<file path="src/source/soc_pkg.sv">
package soc_pkg;

    // ========================================
    // Bus types
    // ========================================
    typedef logic [31:0] addr_t;
    typedef logic [31:0] data_t;
    typedef logic [3:0]  strb_t;

    typedef enum logic [1:0] {
        resp_okay   = 2'd0,
        resp_slverr = 2'd2,
        resp_decerr = 2'd3
    } resp_t;

    // Single-beat request, read or write
    typedef struct packed {
        addr_t addr;
        logic  write;
        data_t wdata;
        strb_t wstrb;
    } bus_req_t;

    typedef struct packed {
        data_t rdata;
        resp_t resp;
    } bus_rsp_t;

    // ========================================
    // Address map
    // ========================================
    localparam addr_t sram_base = 32'h0000_0000;
    localparam addr_t wdt_base  = 32'h1000_0000;
    localparam addr_t wdt_span  = 32'd16;

    // Watchdog register offsets within its window
    typedef logic [3:0] reg_off_t;

    localparam reg_off_t wdt_ctrl_off   = 4'h0;
    localparam reg_off_t wdt_reload_off = 4'h4;
    localparam reg_off_t wdt_kick_off   = 4'h8;
    localparam reg_off_t wdt_count_off  = 4'hc;

endpackage
</file>
<file path="src/source/wdt_slave.sv">
module wdt_slave #(
    parameter int wdt_count_width = 16
) (
    input  logic              clk,
    input  logic              reset,
    input  soc_pkg::bus_req_t slave_req,
    input  logic              sel,
    output soc_pkg::bus_rsp_t rsp,
    output logic              wto_interrupt
);

    typedef logic [wdt_count_width-1:0] count_t;

    logic                      enable;
    count_t                    reload;
    count_t                    count;
    soc_pkg::reg_off_t         offset;
    soc_pkg::bus_rsp_t         rsp_next;

    assign offset = slave_req.addr[3:0];

    // ========================================
    // Counter and register writes
    // ========================================
    always_ff @(posedge clk) begin
        if (reset) begin
            enable        <= 1'b0;
            reload        <= '0;
            count         <= '0;
            wto_interrupt <= 1'b0;
        end else begin
            if (enable) begin
                if (count != '0) begin
                    count <= count - 1'b1;
                end else begin
                    wto_interrupt <= 1'b1;
                end
            end

            // Bus writes take priority over the countdown
            if (sel && slave_req.write) begin
                case (offset)
                    soc_pkg::wdt_ctrl_off: begin
                        enable        <= slave_req.wdata[0];
                        wto_interrupt <= 1'b0;
                        if (slave_req.wdata[0]) begin
                            count <= reload;
                        end
                    end
                    soc_pkg::wdt_reload_off: begin
                        reload <= count_t'(slave_req.wdata);
                    end
                    soc_pkg::wdt_kick_off: begin
                        count         <= reload;
                        wto_interrupt <= 1'b0;
                    end
                endcase
            end
        end
    end

    // ========================================
    // Read data and response code
    // ========================================
    always_comb begin
        rsp_next.rdata = '0;
        rsp_next.resp  = soc_pkg::resp_okay;
        case (offset)
            soc_pkg::wdt_ctrl_off: begin
                if (!slave_req.write) begin
                    rsp_next.rdata = soc_pkg::data_t'(enable);
                end
            end
            soc_pkg::wdt_reload_off: begin
                if (!slave_req.write) begin
                    rsp_next.rdata = soc_pkg::data_t'(reload);
                end
            end
            soc_pkg::wdt_kick_off: begin
                rsp_next.rdata = '0;
            end
            soc_pkg::wdt_count_off: begin
                // count is read only
                if (slave_req.write) begin
                    rsp_next.resp = soc_pkg::resp_slverr;
                end else begin
                    rsp_next.rdata = soc_pkg::data_t'(count);
                end
            end
            default: begin
                rsp_next.resp = soc_pkg::resp_slverr;
            end
        endcase
    end

    always_ff @(posedge clk) begin
        if (reset) begin
            rsp <= '{rdata: '0, resp: soc_pkg::resp_okay};
        end else if (sel) begin
            rsp <= rsp_next;
        end
    end

endmodule

</file>
<file path="config.mk">
export PLATFORM = sky130hd
export DESIGN_NAME = wdt_slave
export DESIGN_NICKNAME = d
export VERILOG_FILES = /design/src/source/soc_pkg.sv /design/src/source/wdt_slave.sv
export SDC_FILE = /design/constraint.sdc
export NUM_CORES = 1
export LEC_CHECK = 0
export ABC_AREA = 1
export ABC_CLOCK_PERIOD_IN_PS = 2000
export BUFFER_PORTS_ARGS = -buffer_cell sky130_fd_sc_hd__buf_2
export CAP_MARGIN = 30
export CORE_ASPECT_RATIO = 0.6
export CORE_UTILIZATION = 49
export DETAILED_ROUTE_END_ITERATION = 7
export PLACE_DENSITY = 0.8
export SLEW_MARGIN = 10
export SYNTH_ARGS = -nofsm -noshare
export SYNTH_HDL_FRONTEND = slang
export SYNTH_SLANG_ARGS = --single-unit
</file>
<file path="constraint.sdc">
create_clock -name clk -period 2 [get_ports clk]
set_input_delay 0.4 -clock clk [delete_from_list [all_inputs] [get_ports clk]]
set_output_delay 0.4 -clock clk [all_outputs]
set_load 0.05 [all_outputs]
</file>
### Word-level counts from Yosys, hierarchy flattened

Index checks and enable logic that the tools add are counted.

* register bits after elaboration: 68
* input bits: 72
* output and inout bits: 35

* add/sub/neg operators: 1
* equal/unequal tests: 3
* muxes and demuxes: 15
* reductions and logical operators: 7

Operators with widths (number)
* 2-to-1 mux 16 bit: 6
* one-hot mux 32 bit (3 select lines): 1
* one-hot mux 16 bit (2 select lines): 1
* nonzero test 16 bit: 1
* subtractor 16 x 1 -> 16 bit, second input constant: 1
* == test 4 bit, second input constant: 2
* 2-to-1 mux 1 bit: 5
* == test 4 x 3 -> 1 bit, second input constant: 1
* logical NOT 4 bit: 1
* one-hot mux 2 bit (2 select lines): 1
* AND reduction 2 bit: 2
* OR reduction 3 bit: 1
* 2-to-1 mux 2 bit: 1
* OR reduction 2 bit: 1
* logical AND 1 bit: 1

### Depth between registers and ports, before layout

Gate-level depths: netlist of the first run.

* depth after elaboration: 6
* gate-level depth with buffers: 12
* depth with buffers taken out: 12

### Worst setup path after synthesis of the first run

OpenSTA, ideal clock, no wires.

* path kind: flip-flop to flip-flop
* from: reg count[0]
* to: reg count[12]
* setup time: 0.109 ns
* data arrival time: 1.322 ns
* required time: 1.891 ns
* path slack: 0.570 ns
* stages on the path, launching flop included: 12
* path buffers: 1
* path through: dfxtp_1 inv_1 ha_1 nand2_1 nor2_2 nand2_2 nand2_4 buf_4 o21ai_0 nand3_1 nand2_1 inv_1

* word-level cells in the longest chain between the ends: 6

Ends and longest elaborated chain
* start: declaration: line wdt_slave.sv:16 `count_t count;`
* start signal: assignment: line wdt_slave.sv:34 `count <= count - 1'b1;`
* start signal: assignment: line wdt_slave.sv:47 `count <= reload;`
* start signal: assignment: line wdt_slave.sv:54 `count <= reload;`
* subtractor 16 x 1 -> 16 bit / nonzero test 16 bit (equally long branches): line wdt_slave.sv:34, wdt_slave.sv:33
* 2-to-1 mux 16 bit (*): line wdt_slave.sv:33 `if (count != '0) begin`
* 2-to-1 mux 16 bit (*): line wdt_slave.sv:32 `if (enable) begin`
* 2-to-1 mux 16 bit: line wdt_slave.sv:46 `if (slave_req.wdata[0]) begin`
* one-hot mux 16 bit (2 select lines): line wdt_slave.sv:42 `case (offset)`
* 2-to-1 mux 16 bit (*): line wdt_slave.sv:41 `if (sel && slave_req.write) begin`

Every way passes the cells marked *; elsewhere a longest branch is shown, timed or not.
A chain may end at the register's enable or synchronous reset.

### Final worst setup path of the first run

* from: reg count[0]
* to: reg count[7]

The elaborated chain is that of the path after synthesis.

==> results of run 1 <==
[placed cells by master, fill, tap and decap left out, types with 3 or more instances in the layout]
cell type and n:
a21oi_1 38, buf_2 41, buf_4 7, clkbuf_8 6, conb_1 17, dfxtp_1 51, inv_1 61, nand2_1 84
nand3_1 25, nand4_1 3, nor2_1 26, nor2_2 5, nor3_1 3, o21ai_0 42, o22ai_1 16
[logic make-up (layout without fill, tap and decap cells)]
| kind of cell | count (synthesis) | in the layout | synth area share (%) |
|---|---|---|---|
| AOI/OAI and AO/OA | 102 | 102 | 20.3 |
| buffers and inverters | 97 | 119 | 16.6 |
| adders and majority gates | 2 | 2 | 0.918 |
| and+or+nand+nor | 153 | 153 | 24.6 |
| DFF | 51 | 51 | 37.5 |
| other | 1 | 17 | 0.138 |
[final timing paths]
check                      from          to  cells after the start  slack [ns]
setup / recovery       count[0]    count[7]                     12        0.31
setup reg to reg       count[0]    count[7]                     12        0.31
hold / removal    slave_req[16]  reload[12]                      3        0.38
hold reg to reg         rsp[11]     rsp[11]                      2        0.47
[registers in the layout, indices dropped and copies added, names as in the netlist]
name,count
count,16
wto_interrupt,1
enable,1
reload,16
rsp,17
[worst reg2reg max path: cells and delay by family, from the launching register on]
kind          cells  cell delay (ns)
flops             1             0.34
simple gates      8             0.65
fa+ha+maj         1             0.25
buf+inv           3             0.36
[metal layers]
layer  global-route usage [%]  vias to the layer above  part of all wire (%)
met1                     30.3                     1213                    51
met4                     4.90                        0                  0.72
li1                         -                     1341                     -
met5                        0                        -                     0
met2                     35.2                      108                    42
met3                     4.21                        8                   6.3
[cell type report]
cell class,instances,area [um^2]
inverters,63,236
clock inverters,2,35.0
clock buffers,6,82.6
multi-input cells,274,1310
flip-flops and latches,51,1020
fillers,516,2180
well taps,66,82.6
repair buffers,48,258
[per-stage QoR]
stage	total power [uW]	area [um^2]
global placement	1380	2910
detailed placement	1390	2910
CTS	2120	3030
finish	2110	3030
global route	2190	3030
floorplan	1340	2790
[where the power goes]
part | total [uW] | switching (uW) | leakage (uW) | internal, uW
clock | 745 | 340 | 0.0000612 | 405
sequential | 1040 | 13.2 | 0.000412 | 1030
combinational | 326 | 241 | 0.000959 | 84.8
==> results.cfg, run 1 <==
[status]
status = finished, final reports clean

[detailed_routing]
routed_wl_um = 6410
wl_per_cell_um = 12.6
drc = 0
antenna_left = 0
drt_iter0_drc = 181
first_pass_iters = 7
vias = 2670
viasPerCell = 5.24

[clock_network]
clk_root_buffer_cell = clkbuf_8
clock-sinks = 51
tritoncts = built
clockBufferDepth = 2
clk-insertion-delay-late_ns = 0.30
cts.clk_slew.worst_paths_ns = 0.09
cts-resized-gates = 0
cts_max_level = 2
numCtsBuffers = 5
cts_hold_buf = 0
postCtsSetupRepairBufs = 0

[setup_path]
crit_required_ns = 2.21
crit_buf_inv = 3
cpMostUsedCell = nand2_1
critPathLaunchType = register
crit_chain = inv_1 -> ha_1 -> nand2_1 -> nor2_2 -> nand2_2 -> nand2_4 -> inv_2 -> nand2_1 -> nand2_1 -> nand3_1 -> nand2_1 -> inv_1
crit_fanout = 14
cpPeakStageDelay_ns = 0.34
crit_path_end_kind = register
crit_arrival_ns = 1.90
critPathKind = reg -> reg
crit_path_top_delay_cell = dfxtp_1
critical_path.top_delay_family = simple AND/OR/NAND/NOR gates

[pwr]
ir_worst_vdd_v = 0.000289
p_per_area_nw_per_um2 = 698
leakagePower_uw = 0.00143

[placement]
io_buffers = 41
place.gp.congestion = 0.923
dp_slack_ns = 0.343
dp_hpwl_um = 4690
place_inst = 502

[floorplanning]
initial_core_util_pct = 52.4
dieArea_um2 = 5870
io_pins = 107
core-area_um2 = 5200
die_w_um = 98.3
rows = 20
die_h_um = 59.8

[timing]
rsz0062_at_grt = no
finClkSkew_ns = 0.00725
setup_tns_ns = 0
fin_crit_ns = 1.69
max_freq_mhz = 593
worst_slack_ns = 0.314
slew_viol_final = 0
fin_crit_sh_pct = 84.3
finalSetupViolations = 0
hold_violations = 0
holdWs_ns = 0.376

[global_route]
grt_util_all_layers_pct = 21.7
antenna_found_initial = 0
grt_overflow = 0
grt_max_degree = 33
grt_pass1_wl_um = 10000
grt_pass1_vias = 2179

[finish]
fin_util_pct = 58.2
drive_gt1_share_pct = 16.2
syn_to_final_growth_pct = 11.1
finalNonFillerCells = 510
antenna_cells = 0
nNetsFinal = 517

[min_path]
hold_path_class = in -> reg

[yosys]
yosysMostFrequentCell = nand2_1
ys_ff_latch = 51
synthesis.instances = 406
yosys.area.top_type_share_pct = 37.5
yosys_warnings = 0
synth_top_cell_by_area = dfxtp_1
yosysSeqAreaShare_pct = 37.5
syn-cell-area_um2 = 2730
avgSynthCellArea_um2 = 6.71
synth.distinct_cells = 28
async_reset_ff_share_pct = 0
synth_area_leaders = dfxtp_1 37%, nand2_1 12%, inv_1 8.4%, o21ai_0 7.7%, a21oi_1 7.0%
dominantRegCellSynth = dfxtp_1
synth.top_cells.by_count = 84 x nand2_1, 61 x inv_1, 51 x dfxtp_1, 42 x o21ai_0, 38 x a21oi_1
synth_edf_count = 0

[job]
maxCapViolCount = 0
Note: power is estimated with default switching activity, not from simulation.
==> run 2: changes to the inputs <==
- ABC_CLOCK_PERIOD_IN_PS: 2000 -> 1510
- CORE_UTILIZATION: 49 -> 44
- PLACE_DENSITY: 0.8 -> 0.76
- clock period: 2 -> 1.51 ns (I/O delays scaled with it)
==> run 2 against run 1 <==
  * Routed wire length up 6.1%
  * Largest power group unchanged
  * Critical path type unchanged
  * Final cell count up 6.7%
  * Final area up 10%
==> results.cfg, run 2 (synthesis results as in run 1) <==
[job]
maxCapViolCount = 0

[global_route]
grt_pass1_wl_um = 11200
grt_overflow = 0
antenna_found_initial = 0
grt_max_degree = 34
grt_pass1_vias = 2407
grt_util_all_layers_pct = 21.1

[detailed_routing]
viasPerCell = 4.96
drt_iter0_drc = 194
first_pass_iters = 4
vias = 2700
drc = 0
antenna_left = 0
routed_wl_um = 6800
wl_per_cell_um = 12.5

[finish]
antenna_cells = 0
nNetsFinal = 538
syn_to_final_growth_pct = 22.5
final_common_cell = nand2_1
top_regs = rsp x17, count x16, reload x16
largest_reg_flops = 17
final_area_um2 = 3340
finalNonFillerCells = 544
top_register = rsp
most-common-layout-cells = 81 x nand2_1, 57 x inv_1, 44 x dfxtp_1
fin_util_pct = 57.7
drive_gt1_share_pct = 26.3

[clock_network]
numCtsBuffers = 5
clk-insertion-delay-late_ns = 0.30
clk_root_buffer_cell = clkbuf_8
cts.clk_slew.worst_paths_ns = 0.10
cts_hold_buf = 0
clockBufferDepth = 2
cts_max_level = 2
clock-sinks = 51
tritoncts = built

[setup_path]
critPathLaunchType = register
cpPeakStageDelay_ns = 0.38
crit_chain = nor2_4 -> nand2_1 -> nor2_2 -> nand2_2 -> nand2_8 -> buf_12 -> nor2_4 -> nand3_1 -> nand3_1 -> nand2_1 -> inv_1
crit_required_ns = 1.72
rr_startpoint = count[3]
startpoint = count[3]
crit_path_top_delay_cell = dfxtp_1
crit_fanout = 8
crit_arrival_ns = 1.69
crit_path_end_kind = register
critPathKind = reg -> reg

[placement]
dp_hpwl_um = 5000
place.gp.congestion = 0.900
dp_slack_ns = -0.0356
place_inst = 533
io_buffers = 41
dpl_cell_area_um2 = 3090

[floorplanning]
io_pins = 107
rows = 21
die_h_um = 63.0
initial_core_util_pct = 47.1
die_w_um = 104
core-area_um2 = 5780
dieArea_um2 = 6520

[timing]
fin_crit_sh_pct = 98.3
finalSetupViolations = 0
worst_slack_ns = 0.0253
hold_violations = 0
setup_tns_ns = 0
finClkSkew_ns = 0.00771
fin_crit_ns = 1.48
rsz0062_at_grt = yes
max_freq_mhz = 674
slew_viol_final = 0

[pwr]
p_per_area_nw_per_um2 = 853
leakagePower_uw = 0.00155
ir_worst_vdd_v = 0.000468

[min_path]
hold_path_class = in -> reg
min_from = slave_req[16]

[status]
status = finished, final reports clean
-- run 2: layout make-up --
class                           count  area [um^2]
Multi-Input combinational cell    274         1400
Fill cell                         559         2440
Inverter                           63          244
Sequential cell                    51         1030
Tap cell                           80          100
Clock inverter                      2         37.5
Timing Repair Buffer               69          457
Clock buffer                        5         68.8
-- run 2: what timing repair did --
item	in CTS	in global routing
pin swaps	0	13
endpoints found under the setup margin	6	15
buffers inserted	0	4
resized for setup	2	45
-- run 2: power breakdown --
group          internal [uW]  switching (uW)  leakage, uW
registers               1370            17.9     0.000415
logic                    165             364      0.00108
clock network            485             452    0.0000502
-- run 2: layer usage --
layer  up-vias  routed length [um]  track usage [%]
met5         -                   0                0
met4         0                  55             3.08
met3         4                 365             4.80
met2        76                2980             32.6
met1      1231                3400             30.3
li1       1389                   -                -
-- run 2: through the flow --
stage,hold WS (ns),total power (uW)
floorplan,0.442,1770
global placement,0.450,1870
detailed placement,0.452,1880
CTS,0.279,2800
global route,0.269,2980
finish,0.282,2850
-- run 2: critical path, delay by kind of cell (launching register included) --
family,cells,cell delay (ns)
DFF,1,0.38
and+or+nand+nor,9,0.84
buffers and inverters,2,0.16
-- run 2: final timing paths --
check	endpoint	slack, ns	cells after the start
max	count[12]	0.03	11
min	reload[12]	0.28	3
max reg2reg	count[12]	0.03	11
min reg2reg	rsp[8]	0.47	2
