File: config.mk
export PLATFORM = sky130hd
export DESIGN_NAME = bus_decoder
export DESIGN_NICKNAME = d
export VERILOG_FILES = /design/src/source/soc_pkg.sv /design/src/source/bus_decoder.sv
export SDC_FILE = /design/constraint.sdc
export NUM_CORES = 1
export LEC_CHECK = 0
export BUFFER_PORTS_ARGS = -buffer_cell sky130_fd_sc_hd__buf_2
export CORE_UTILIZATION = 38
export CTS_CLUSTER_SIZE = 30
export DETAILED_ROUTE_END_ITERATION = 6
export PLACE_DENSITY = 0.76
export SLEW_MARGIN = 10
export SYNTH_ARGS = -nofsm -noshare
export SYNTH_HDL_FRONTEND = slang
export SYNTH_SLANG_ARGS = --single-unit
File: constraint.sdc
create_clock -name clk -period 2.8 [get_ports clk]
set_input_delay 0.14 -clock clk [delete_from_list [all_inputs] [get_ports clk]]
set_output_delay 0.14 -clock clk [all_outputs]
set_load 0.05 [all_outputs]
File: src/source/soc_pkg.sv
package soc_pkg;

    // ========================================
    // Bus types
    // ========================================
    typedef logic [31:0] addr_t;
    typedef logic [31:0] data_t;
    typedef logic [3:0]  strb_t;

    typedef enum logic [1:0] {
        resp_okay   = 2'd0,
        resp_slverr = 2'd2,
        resp_decerr = 2'd3
    } resp_t;

    // Single-beat request, read or write
    typedef struct packed {
        addr_t addr;
        logic  write;
        data_t wdata;
        strb_t wstrb;
    } bus_req_t;

    typedef struct packed {
        data_t rdata;
        resp_t resp;
    } bus_rsp_t;

    // ========================================
    // Address map
    // ========================================
    localparam addr_t sram_base = 32'h0000_0000;
    localparam addr_t wdt_base  = 32'h1000_0000;
    localparam addr_t wdt_span  = 32'd16;

    // Watchdog register offsets within its window
    typedef logic [3:0] reg_off_t;

    localparam reg_off_t wdt_ctrl_off   = 4'h0;
    localparam reg_off_t wdt_reload_off = 4'h4;
    localparam reg_off_t wdt_kick_off   = 4'h8;
    localparam reg_off_t wdt_count_off  = 4'hc;

endpackage
File: src/source/bus_decoder.sv
module bus_decoder #(
    parameter int sram_words = 256
) (
    input  logic              clk,
    input  logic              reset,

    input  soc_pkg::bus_req_t req,
    input  logic              req_valid,
    output logic              req_ready,

    output soc_pkg::bus_rsp_t rsp,
    output logic              rsp_valid,
    input  logic              rsp_ready,

    output soc_pkg::bus_req_t slave_req,
    output logic              sram_sel,
    output logic              wdt_sel,
    input  soc_pkg::bus_rsp_t sram_rsp,
    input  soc_pkg::bus_rsp_t wdt_rsp
);

    localparam soc_pkg::addr_t sram_limit =
        soc_pkg::sram_base + soc_pkg::addr_t'(4 * sram_words);
    localparam soc_pkg::addr_t wdt_limit = soc_pkg::wdt_base + soc_pkg::wdt_span;

    typedef enum logic [1:0] {
        idle,
        access,
        capture,
        respond
    } state_t;

    typedef enum logic [1:0] {
        target_none,
        target_sram,
        target_wdt
    } target_t;

    state_t            state;
    target_t           target;
    target_t           addr_target;
    logic              strobe_phase;
    soc_pkg::bus_req_t req_q;
    soc_pkg::bus_rsp_t rsp_q;

    // ========================================
    // Address decode
    // ========================================
    always_comb begin
        if (req_q.addr < sram_limit) begin
            addr_target = target_sram;
        end else if (req_q.addr >= soc_pkg::wdt_base && req_q.addr < wdt_limit) begin
            addr_target = target_wdt;
        end else begin
            addr_target = target_none;
        end
    end

    // ========================================
    // Transaction FSM
    // ========================================
    // Access takes two cycles: decode first, then the slave strobe
    always_ff @(posedge clk) begin
        if (reset) begin
            state        <= idle;
            target       <= target_none;
            strobe_phase <= 1'b0;
        end else begin
            case (state)
                idle: begin
                    if (req_valid) begin
                        state <= access;
                    end
                end
                access: begin
                    if (!strobe_phase) begin
                        target       <= addr_target;
                        strobe_phase <= 1'b1;
                    end else begin
                        strobe_phase <= 1'b0;
                        state        <= capture;
                    end
                end
                capture: begin
                    state <= respond;
                end
                respond: begin
                    if (rsp_ready) begin
                        state  <= idle;
                        target <= target_none;
                    end
                end
                default: begin
                    state <= idle;
                end
            endcase
        end
    end

    // Request and response holding registers
    always_ff @(posedge clk) begin
        if (state == idle && req_valid) begin
            req_q <= req;
        end
        if (state == capture) begin
            case (target)
                target_sram: rsp_q <= sram_rsp;
                target_wdt:  rsp_q <= wdt_rsp;
                default:     rsp_q <= '{rdata: '0, resp: soc_pkg::resp_decerr};
            endcase
        end
    end

    assign req_ready = (state == idle);
    assign rsp_valid = (state == respond);
    assign rsp       = rsp_q;
    assign slave_req = req_q;

    // One-cycle strobes, none for an unmapped address
    assign sram_sel = (state == access) && strobe_phase && (target == target_sram);
    assign wdt_sel  = (state == access) && strobe_phase && (target == target_wdt);

endmodule

# After elaboration in Yosys (flattened, before gate mapping)

Cells that the tools add are included.

Multiplexer cells: 10
Eq/ne operators: 9
Reduce and logical (&&, ||, !) cells: 9
Order comparisons: 3

Operators with widths:

| cell                 | number |
|---|---|
| $pmux 34 s2          | 1 |
| $ge 32x29->1 const B | 1 |
| $lt 32x11->1 const B | 1 |
| $lt 32x29->1 const B | 1 |
| $mux 2               | 6 |
| $pmux 2 s4           | 1 |
| $eq 2x2->1 const B   | 3 |
| $ne 2x2->1 const B   | 3 |
| $reduce_and 3->1     | 2 |
| $logic_and 1x1->1    | 5 |
| $eq 2x1->1 const B   | 2 |
| $pmux 2 s2           | 1 |
| $logic_not 2->1      | 1 |
| $ne 2x1->1 const B   | 1 |
| $reduce_bool 2->1    | 1 |
| $mux 1               | 1 |

Word-level logic and storage cells: 40
Register bits: 108
Output and inout bits: 107
Input bits: 141

# Logic depth before layout (Yosys ltp)

Gate-level depths: netlist of the first run.

Depth in word-level cells: 6
Mapped depth: 6
Gate-level depth less buffers: 5

# Worst setup path after synthesis of the first run

Ideal clock, no wire load.

Path type: register -> register
Start point: register state[1]
End point: register req_q, in the netlist slave_req[0] (enable)
Cell stages (with the launch flop): 4
Required time: 2.366 ns
Slack: -0.250 ns
Data arrival time: 2.616 ns
Buffers on the path: 0
Path through: dfxtp_1 inv_1 ha_1 and2_1

Word-level cells in the longest chain between the ends: 2

RTL lines:

| item                   | line               | RTL |
|---|---|---|
| from (decl)            | bus_decoder.sv:39  | `state_t state;` |
| from (signal assigned) | bus_decoder.sv:65  | `state <= idle;` |
| from (signal assigned) | bus_decoder.sv:72  | `state <= access;` |
| from (signal assigned) | bus_decoder.sv:81  | `state <= capture;` |
| $logic_not 2->1        | n/a                |  |
| via req_ready          | bus_decoder.sv:9   | `output logic req_ready,` |
| $logic_and 1x1->1      | bus_decoder.sv:102 | `if (state == idle && req_valid) begin` |
| to (signal assigned)   | bus_decoder.sv:103 | `req_q <= req;` |
| to (decl)              | bus_decoder.sv:43  | `soc_pkg::bus_req_t req_q;` |

The timed path passes the listed nets, and every way through them passes these cells.
A chain may end at the register's enable or synchronous reset.

# Worst setup path in the final report of the first run

Start point: register target[0]
End point: output wdt_sel

Word-level cells in the longest chain between the ends: 2

RTL lines:

| item                   | line               | RTL |
|---|---|---|
| from (decl)            | bus_decoder.sv:40  | `target_t target;` |
| from (signal assigned) | bus_decoder.sv:66  | `target <= target_none;` |
| from (signal assigned) | bus_decoder.sv:77  | `target <= addr_target;` |
| from (signal assigned) | bus_decoder.sv:90  | `target <= target_none;` |
| $eq 2x2->1             | bus_decoder.sv:121 | `assign wdt_sel = (state == access) && strobe_phase && (target == target_wdt);` |
| $logic_and 1x1->1      | bus_decoder.sv:121 |  |
| to (decl)              | bus_decoder.sv:17  | `output logic wdt_sel,` |

Every way passes these cells.

==> results of run 1 <==
cell type report:
type                            instances  area share [%]
Inverter                                4           0.243
Clock inverter                          5           0.486
Tap cell                              133            2.69
Sequential cell                       108            51.7
Timing Repair Buffer                  318            31.6
Multi-Input combinational cell        108            11.2
Clock buffer                           10            2.07
state kept, by name (all words and copies together), names as in the netlist:
register,count
rsp,34
strobe_phase,1
state,2
target,2
slave_req,69
power breakdown:
part           internal, mW  total [mW]  switching, mW
Sequential             2.21        2.34          0.136
Clock                 0.315       0.813          0.498
Combinational         0.428        1.95           1.52
placed cells by master, fill, tap and decap left out:
cell,count
a211oi_1,1
a21oi_1,2
a221o_1,2
a22oi_1,32
a31o_1,1
a31oi_1,1
and2_1,1
and2_2,1
and3_1,3
buf_12,1
buf_2,247
buf_4,1
clkbuf_1,1
clkbuf_8,9
clkinv_1,2
clkinv_2,1
clkinv_4,2
dfxtp_1,5
dlygate4sd3_1,69
edfxtp_1,103
ha_1,5
ha_2,1
inv_1,4
mux2i_1,1
nand2_1,1
nand2b_1,2
nand3b_1,1
nand4_1,2
nor2_1,34
nor2b_1,2
nor3_1,1
nor4_1,5
nor4b_1,1
o21ai_0,2
o41ai_1,2
or2_1,1
or2_2,1
or2b_1,2
worst max-delay path, delay by kind of cell, from the launching register on:
kind          cells  cell delay (ps)
fa+ha+maj         1              960
buf+inv           2              320
flops             1              340
simple gates      1              270
cell families (layout without fill, tap and decap cells):
logic type,Yosys count,after routing,synth area share (%)
AOI/OAI and AO/OA,43,43,8.12
adders and majority gates,6,6,1.90
buffers and inverters,16,337,1.62
DFF,108,108,81.0
muxes,1,1,0.254
and+or+nand+nor,58,58,7.11
routing by layer:
metal	wire length (um)	global-route usage, %
met1	4080	21.6
met2	6190	40.2
met3	944	6.14
met4	316	9.18
met5	0	0
final timing paths:
check,from,to,slack (ps)
max reg2reg,target[0],rsp[4],860
max,target[0],wdt_sel,390
min reg2reg,strobe_phase,strobe_phase,590
min,reset,state[1],20
==> flow_metrics.py, run 1 <==
metrics = {
    "cts": {
        "cts_setup_buffers": 0,
        "cts_hold_buf": 69,
        "path_clk_slew_ps": 90,
        "cts_tree": "yes",
        "clk_path_buf_depth": 2,
        "cts_max_level": 3,
        "cts_buffers": 9,
        "cts-root-buf": "clkbuf_8",
        "cts_sinks": 108,
        "clock_latency_ps": 360,
        "cts_resized": 0,
    },
    "min_path": {
        "holdPathStages": 2,
        "min_path_type": "input port to register",
    },
    "global_routing": {
        "grt_pass1_wl_um": 17300,
        "track_usage_pct": 21.3,
        "grt-ovfl-total": 0,
        "grt_pass1_vias": 3377,
        "antenna_found_initial": 0,
        "grt_max_degree": 70,
    },
    "sta": {
        "worstMarginPinSlew_ps": 1230,
        "tns_ps": 0,
        "skew_ps": 9.30,
        "fin_crit_ps": 2410,
        "final-max-slew-violation-count": 0,
        "clock.fmax_ghz": 0.416,
        "setup_viol_count_final": 0,
        "period_share_pct": 85.9,
        "setup_slack_ps": 395,
        "hold_viol": 0,
        "slew_headroom_pct": 17.9,
        "rsz0062_at_grt": "false",
        "whs_ps": 24.0,
    },
    "yosys": {
        "synth_top_cell_by_area": "edfxtp_1",
        "netlist_area_um2": 3940,
        "synth.ff_latch_count": 108,
        "async_flop_share_pct": 0,
        "synthFlopType": "edfxtp_1",
        "ys_seq_area_share_pct": 81.0,
        "synthCells": 232,
        "yosys.cell_count.top_type": "edfxtp_1",
        "yosys-top-cells-area": "edfxtp_1 78%, a22oi_1 6.1%, nor2_1 3.2%",
        "syn_nets": 379,
        "avgSynthCellArea_um2": 17.0,
        "synth-edff-count": 103,
        "synth_cell_type_count": 29,
        "synth.top_cells.by_count": "103 x edfxtp_1, 34 x nor2_1, 32 x a22oi_1",
        "synth_top_area_share_pct": 78.5,
        "ys_warn_count": 0,
    },
    "critical_path": {
        "critical_path.slowest_cell": "ha_1",
        "arrival_ps": 2270,
        "worstPathRequired_ps": 2660,
        "cpPeakStageDelay_ps": 960,
        "worstPathMaxFanout": 35,
        "startpoint_type": "register",
        "cp-end-kind": "primary output",
        "cp_cell_sequence": "inv_1 -> ha_1 -> and3_1 -> buf_2",
        "reg2regPathDepth": 4,
        "critPathKind": "register to primary output",
    },
    "power_and_ir_drop": {
        "power.leakage_nw": 2.54,
        "p_per_area_nw_per_um2": 827,
        "ir_drop_v": 0.000549,
        "fin_total_pwr_mw": 5.10,
    },
    "placed_design": {
        "place.gp.congestion": 0.782,
        "placed_cell_area_um2": 5330,
        "port_buffers": 247,
        "hpwl_um": 7420,
        "place_inst": 602,
        "place_ws_ps": 731,
    },
    "drt": {
        "vias_per_cell": 4.74,
        "drc": 0,
        "ant_nets": 0,
        "first_pass_iters": 4,
        "vias": 3254,
        "routed_wl_um": 11500,
        "wl_per_cell_um": 16.8,
        "drt_iter0_drc": 181,
    },
    "run_status": {
        "outcome": "completed",
    },
    "floorplanning": {
        "die_h_um": 104,
        "dieWidth_um": 104,
        "io_pins": 248,
        "dieArea_um2": 10800,
        "core_area_um2": 9910,
        "rows": 36,
        "start_util_pct": 39.8,
    },
    "finish": {
        "layoutNonFillerInstCount": 686,
        "fin_nets": 696,
        "final_core_util_pct": 62.3,
        "drive_gt1_share_pct": 47.7,
        "n_antenna_cell": 0,
        "regArea_um2": 3190,
        "syn_to_final_growth_pct": 56.6,
        "fill_cells": 756,
        "multi_input_area_um2": 689,
        "stdcell_area_um2": 6180,
    },
    "flow_run": {
        "maxCapViolations": 0,
    },
}
Note: power is estimated with default switching activity, not from simulation.
==> run 2: changes to the inputs <==
--- a/config.mk
+++ b/config.mk
@@ -6,10 +6,11 @@
 export NUM_CORES = 1
 export LEC_CHECK = 0
 export BUFFER_PORTS_ARGS = -buffer_cell sky130_fd_sc_hd__buf_2
+export CORE_ASPECT_RATIO = 1.5
 export CORE_UTILIZATION = 38
 export CTS_CLUSTER_SIZE = 30
 export DETAILED_ROUTE_END_ITERATION = 6
-export PLACE_DENSITY = 0.76
+export PLACE_DENSITY = 0.87
 export SLEW_MARGIN = 10
 export SYNTH_ARGS = -nofsm -noshare
 export SYNTH_HDL_FRONTEND = slang
==> run 2 against run 1 <==
Via count grew 0.83%. Count of clock-buffer cells in the layout unchanged. Wire length decreased by 4.7%. Clock skew shrank 2.5 ps. Sequential power is essentially flat. Critical path depth increased by 1. Die area about the same. Register-to-register slack gained 160 ps. Hold slack improved by 61 ps. Sequential share of layout area down 1.0 points. Largest cell class unchanged.
==> flow_metrics.py, run 2 (synthesis results as in run 1) <==
metrics = {
    "placed_design": {
        "hpwl_um": 6930,
        "port_buffers": 247,
        "place_inst": 588,
        "place.gp.congestion": 0.711,
    },
    "sta": {
        "final-max-slew-violation-count": 0,
        "tns_ps": 0,
        "worstMarginPinSlew_ps": 1000,
        "hold_viol": 0,
        "period_share_pct": 64.8,
        "slew_headroom_pct": 33.3,
        "setup_viol_count_final": 0,
        "rsz0062_at_grt": "false",
        "fin_crit_ps": 1810,
        "whs_ps": 85.1,
        "skew_ps": 6.83,
        "clock.fmax_ghz": 0.551,
    },
    "cts": {
        "clock_latency_ps": 340,
        "cts_buffers": 9,
        "cts_max_level": 3,
        "cts_sinks": 108,
        "cts_tree": "yes",
        "path_clk_slew_ps": 70,
        "cts_setup_buffers": 0,
        "clk_path_buf_depth": 2,
        "cts-root-buf": "clkbuf_16",
    },
    "min_path": {
        "hold-path-endpoint": "state[1]",
        "holdPathStages": 2,
        "min_path_type": "input port to register",
        "min_from": "reset",
    },
    "drt": {
        "vias_per_cell": 4.87,
        "wl_per_cell_um": 16.3,
        "drt_iter0_drc": 195,
        "ant_nets": 0,
        "routed_wl_um": 11000,
        "drc": 0,
        "first_pass_iters": 4,
        "vias": 3281,
    },
    "flow_run": {
        "maxCapViolations": 0,
    },
    "finish": {
        "largest_reg_flops": 69,
        "final_core_util_pct": 62.5,
        "drive_gt1_share_pct": 48.2,
        "syn_to_final_growth_pct": 59.8,
        "regArea_um2": 3190,
        "fill_cells": 717,
        "final_common_cell": "buf_2",
        "mostFrequentLayoutCells": "247 x buf_2, 103 x edfxtp_1, 69 x dlygate4sd3_1",
        "fin_nets": 698,
        "layoutNonFillerInstCount": 674,
        "multi_input_area_um2": 687,
    },
    "global_routing": {
        "antenna_found_initial": 0,
        "grt_max_degree": 70,
        "grt_pass1_vias": 3316,
        "grt_pass1_wl_um": 15800,
        "track_usage_pct": 19.7,
        "grt-ovfl-total": 0,
    },
    "power_and_ir_drop": {
        "fin_total_pwr_mw": 5.48,
        "p_per_area_nw_per_um2": 870,
        "power.leakage_nw": 2.61,
        "ir_drop_v": 0.000515,
    },
    "critical_path": {
        "startpoint_type": "register",
        "r2r-end": "rsp[5]",
        "critical_path.slowest_cell": "buf_4",
        "critPathKind": "register to primary output",
        "worstPathMaxFanout": 35,
        "cp.buffers_inverters": 3,
        "reg2regPathDepth": 3,
        "regToRegSetupSlack_ps": 1020,
        "worstPathRequired_ps": 2660,
        "cpPeakStageDelay_ps": 340,
        "arrival_ps": 1670,
        "cp-end-kind": "primary output",
        "crit_family": "buffers and inverters",
        "cp_cell_sequence": "inv_1 -> ha_1 -> buf_4 -> and3_1 -> buf_2",
        "r2r_start": "target[0]",
    },
    "floorplanning": {
        "dieArea_um2": 10800,
        "start_util_pct": 39.1,
        "core_area_um2": 10100,
        "dieWidth_um": 85.2,
        "rows": 45,
        "die_h_um": 127,
        "io_pins": 248,
    },
    "run_status": {
        "outcome": "completed",
    },
}
[run 2: changes by cell type in the layout (fill, tap and decap cells not counted), sizes merged]
| cell | previous run | this run |
|---|---|---|
| clkinv | 5 | 2 |
| buf | 249 | 251 |
| inv | 4 | 7 |
| diode | 0 | 1 |
| clkinvlp | 0 | 1 |
[run 2: worst max path at each step]
stage | start | to | slack, ps | depth (start not counted)
floorplan | state[1] | slave_req[0] | 470 | 3
global placement | target[0] | rsp[0] | 1080 | 3
detailed placement | target[0] | rsp[24] | 1020 | 3
CTS | target[0] | wdt_sel | 940 | 5
global route | target[0] | rsp[11] | 850 | 3
finish | target[1] | sram_sel | 990 | 5
[run 2: final cells by class]
cell class	count	share of cell area, %
repair buffers	320	31.3
well taps	117	2.32
diodes	1	0.0397
flip-flops and latches	108	50.7
clock inverters	6	0.894
clock buffers	10	3.64
multi-input cells	108	10.9
inverters	4	0.238
[run 2: what timing repair did]
item                                   CTS  global route
resized for setup                        0             0
endpoints found under the hold margin   69             0
hold buffers                            69             0
[run 2: per-stage QoR]
stage / setup slack [ps] / instance area [um^2]
floorplan: 475 / 3940
global placement: 1080 / 5320
detailed placement: 1020 / 5320
CTS: 942 / 6300
global route: 845 / 6300
finish: 987 / 6300
[run 2: worst register-to-register path, delay by kind of cell, from the launching register on]
kind / cells / cell delay [ps]
buffers and inverters: 1 / 50
flip-flops: 1 / 350
adder cells (fa/ha/maj): 1 / 940
AND/OR/NAND/NOR: 1 / 140
[run 2: routing by layer]
layer  up-vias  wire, um  part of all wire, %  global-route usage, %
met5         -         0                    0                      0
met4         0       167                  1.5                   8.87
met3        14      1040                  9.5                   6.38
met2       220      5840                   53                   36.3
met1      1507      3930                   36                   19.9
li1       1540         -                    -                      -
[run 2: power breakdown]
part	leakage (nW)	internal [mW]	switching, mW	total (mW)
clock	0.137	0.622	0.575	1.20
sequential	1.03	2.21	0.128	2.34
combinational	1.44	0.429	1.52	1.94
==> run 3: changes to the inputs <==
--- a/config.mk
+++ b/config.mk
@@ -5,12 +5,13 @@
 export SDC_FILE = /design/constraint.sdc
 export NUM_CORES = 1
 export LEC_CHECK = 0
+export ABC_AREA = 1
 export BUFFER_PORTS_ARGS = -buffer_cell sky130_fd_sc_hd__buf_2
 export CORE_ASPECT_RATIO = 1.5
-export CORE_UTILIZATION = 38
+export CORE_UTILIZATION = 39
 export CTS_CLUSTER_SIZE = 30
 export DETAILED_ROUTE_END_ITERATION = 6
-export PLACE_DENSITY = 0.87
+export PLACE_DENSITY = 0.89
 export SLEW_MARGIN = 10
 export SYNTH_ARGS = -nofsm -noshare
 export SYNTH_HDL_FRONTEND = slang
==> constraint.sdc (replaced) <==
create_clock -name clk -period 1.6 [get_ports clk]
set_input_delay 0.08 -clock clk [delete_from_list [all_inputs] [get_ports clk]]
set_output_delay 0.08 -clock clk [all_outputs]
set_load 0.05 [all_outputs]
==> run 3 against run 2 <==
Final area up 3.4%. Via count up 9.4%. Sequential share of layout area down 1.6 points. Critical path depth unchanged. Wire length up 11%. Critical endpoint is now wdt_sel.
==> flow_metrics.py, run 3 <==
metrics = {
    "placed_design": {
        "hpwl_um": 7760,
        "port_buffers": 247,
        "placed_cell_area_um2": 5500,
        "place.gp.congestion": 0.782,
    },
    "floorplanning": {
        "start_util_pct": 40.1,
        "dieArea_um2": 10800,
        "core_area_um2": 10100,
        "dieWidth_um": 85.3,
        "rows": 45,
        "die_h_um": 127,
        "io_pins": 248,
    },
    "yosys": {
        "synth.top_cells.by_count": "103 x edfxtp_1, 79 x nand2_1, 33 x a21oi_1",
        "synth-edff-count": 103,
        "synthCells": 296,
        "synth_top_area_share_pct": 76.1,
        "yosys.cell_count.top_type": "edfxtp_1",
        "synth_cell_type_count": 21,
        "avgSynthCellArea_um2": 13.7,
        "async_flop_share_pct": 0,
        "ys_seq_area_share_pct": 78.6,
        "yosys-top-cells-area": "edfxtp_1 76%, nand2_1 7.3%, a21oi_1 4.1%",
        "syn_nets": 443,
        "synthFlopType": "edfxtp_1",
        "synth.ff_latch_count": 108,
        "synth_top_cell_by_area": "edfxtp_1",
        "netlist_area_um2": 4060,
        "ys_warn_count": 0,
    },
    "critical_path": {
        "cp.buffers_inverters": 3,
        "r2r_start": "state[1]",
        "worstPathMaxFanout": 18,
        "critical_path.slowest_cell": "dfxtp_1",
        "cp-end-kind": "primary output",
        "regToRegSetupSlack_ps": 190,
        "arrival_ps": 1450,
        "crit_family": "buffers and inverters",
        "worstPathRequired_ps": 1520,
        "critPathKind": "register to primary output",
        "cpPeakStageDelay_ps": 360,
        "startpoint_type": "register",
        "reg2regPathDepth": 5,
        "cp_cell_sequence": "ha_2 -> buf_12 -> inv_1 -> nor2_1 -> buf_4",
        "r2r-end": "slave_req[58]",
    },
    "finish": {
        "largest_reg_flops": 69,
        "mostFrequentLayoutCells": "245 x buf_2, 103 x edfxtp_1, 78 x nand2_1",
        "final_common_cell": "buf_2",
        "drive_gt1_share_pct": 45.8,
        "n_antenna_cell": 0,
        "fin_nets": 767,
        "fill_cells": 732,
        "syn_to_final_growth_pct": 60.2,
        "stdcell_area_um2": 6510,
    },
    "power_and_ir_drop": {
        "p_per_area_nw_per_um2": 1520,
        "power.leakage_nw": 2.67,
        "ir_drop_v": 0.000910,
    },
    "sta": {
        "slew_headroom_pct": 76.2,
        "final-max-slew-violation-count": 0,
        "fin_crit_ps": 1530,
        "skew_ps": 12.2,
        "worstMarginPinSlew_ps": 357,
        "whs_ps": 55.5,
        "rsz0062_at_grt": "false",
        "hold_viol": 0,
        "period_share_pct": 95.5,
        "clock.fmax_ghz": 0.655,
        "setup_viol_count_final": 0,
    },
    "drt": {
        "wl_met2_um": 6430,
        "vias_per_cell": 4.84,
        "top_layer_used": "met4",
        "first_pass_iters": 5,
        "drc": 0,
        "vias": 3588,
        "ant_nets": 0,
        "wl_met1_um": 4280,
        "drt_iter0_drc": 118,
        "wl_per_cell_um": 16.5,
        "wl_met3_um": 1160,
        "routed_wl_um": 12200,
    },
    "cts": {
        "cts_buffers": 9,
        "cts-root-buf": "clkbuf_16",
        "cts_setup_buffers": 0,
        "cts_sinks": 108,
        "cts_max_level": 3,
        "clock_latency_ps": 340,
        "clk_path_buf_depth": 2,
        "path_clk_slew_ps": 70,
        "cts_tree": "yes",
    },
    "min_path": {
        "min_from": "wdt_rsp[0]",
        "holdPathStages": 2,
        "min_path_type": "input port to register",
        "hold-path-endpoint": "rsp[0]",
    },
    "global_routing": {
        "grt_pass1_vias": 3720,
        "grt_max_degree": 70,
        "antenna_found_initial": 0,
        "grt-ovfl-total": 0,
        "grt_pass1_wl_um": 17800,
        "track_usage_pct": 21.8,
    },
    "run_status": {
        "outcome": "completed",
    },
    "flow_run": {
        "maxCapViolations": 0,
    },
}
-- run 3: cell types whose count changed in the layout (fill, tap and decap cells not counted), sizes merged, moves of 3 or more --
cell and change:
a21oi +32, a22oi -32, and3 -3, buf +3, inv +9, nand2 +80, nor2 -6, nor4 -5
-- run 3: where the power goes --
group / switching [mW] / total (mW) / internal (mW)
clock: 1.00 / 2.06 / 1.06
sequential: 0.246 / 4.13 / 3.89
combinational: 2.88 / 3.69 / 0.812
total: 4.12 / 9.89 / 5.76
-- run 3: metal layers --
metal / track usage (%) / vias up
li1: - / 1668
met1: 23.0 / 1631
met2: 40.5 / 265
met3: 5.88 / 24
met4: 9.22 / 0
met5: 0 / -
-- run 3: cell type report --
cell class                      count  area (um^2)  share of cell area (%)
Sequential cell                   108         3200                    49.1
Multi-Input combinational cell    161          778                    12.0
Tap cell                          117          146                    2.25
Inverter                           15         60.1                   0.922
Clock inverter                      6         48.8                   0.749
Clock buffer                        9          225                    3.46
Timing Repair Buffer              325         2060                    31.6
-- run 3: timing repair --
action / CTS / global route
endpoints found under the hold margin: 71 / 0
hold buffers: 70 / 0
endpoints found under the setup margin: 2 / 2
resized for setup: 2 / 2
cloned: 0 / 1
-- run 3: worst reg2reg max path: stages, from the launching register on --
cell and delay, ps:
dfxtp_2 340, inv_2 90, ha_4 160, nand2_2 60, clkinvlp_4 80, buf_12 310
-- run 3: logic make-up (layout without fill, tap and decap cells) --
group,after synthesis,after routing,synth area share (%)
AOI/OAI and AO/OA,39,39,5.45
adders and majority gates,6,6,1.85
buffers and inverters,27,355,2.77
and+or+nand+nor,116,116,11.4
DFF,108,108,78.6
-- run 3: metrics by stage --
step / TNS (ps) / power, mW / cells / util, % / setup WS [ps]
floorplan: -36220 / 6.78 / 296 / - / -483
global placement: 0 / 7.63 / 655 / 54.3 / 230
detailed placement: 0 / 7.71 / 655 / 54.3 / 200
CTS: 0 / 9.87 / 740 / 64.0 / 39.5
global route: 0 / 10.2 / 741 / 64.2 / 5.58
finish: 0 / 9.89 / 741 / 64.2 / 72.7
-- run 3: worst max-delay path by stage --
| stage | startpoint | to | cells after the start |
|---|---|---|---|
| 4_1_cts | target[1] | wdt_sel | 5 |
| 3_5_place_dp | state[1] | target[0] | 9 |
| 5_1_grt | state[1] | sram_sel | 5 |
| 6_report | target[1] | wdt_sel | 5 |
| 2_1_floorplan | state[0] | slave_req[0] | 4 |
| 3_3_place_gp | state[1] | target[1] | 9 |
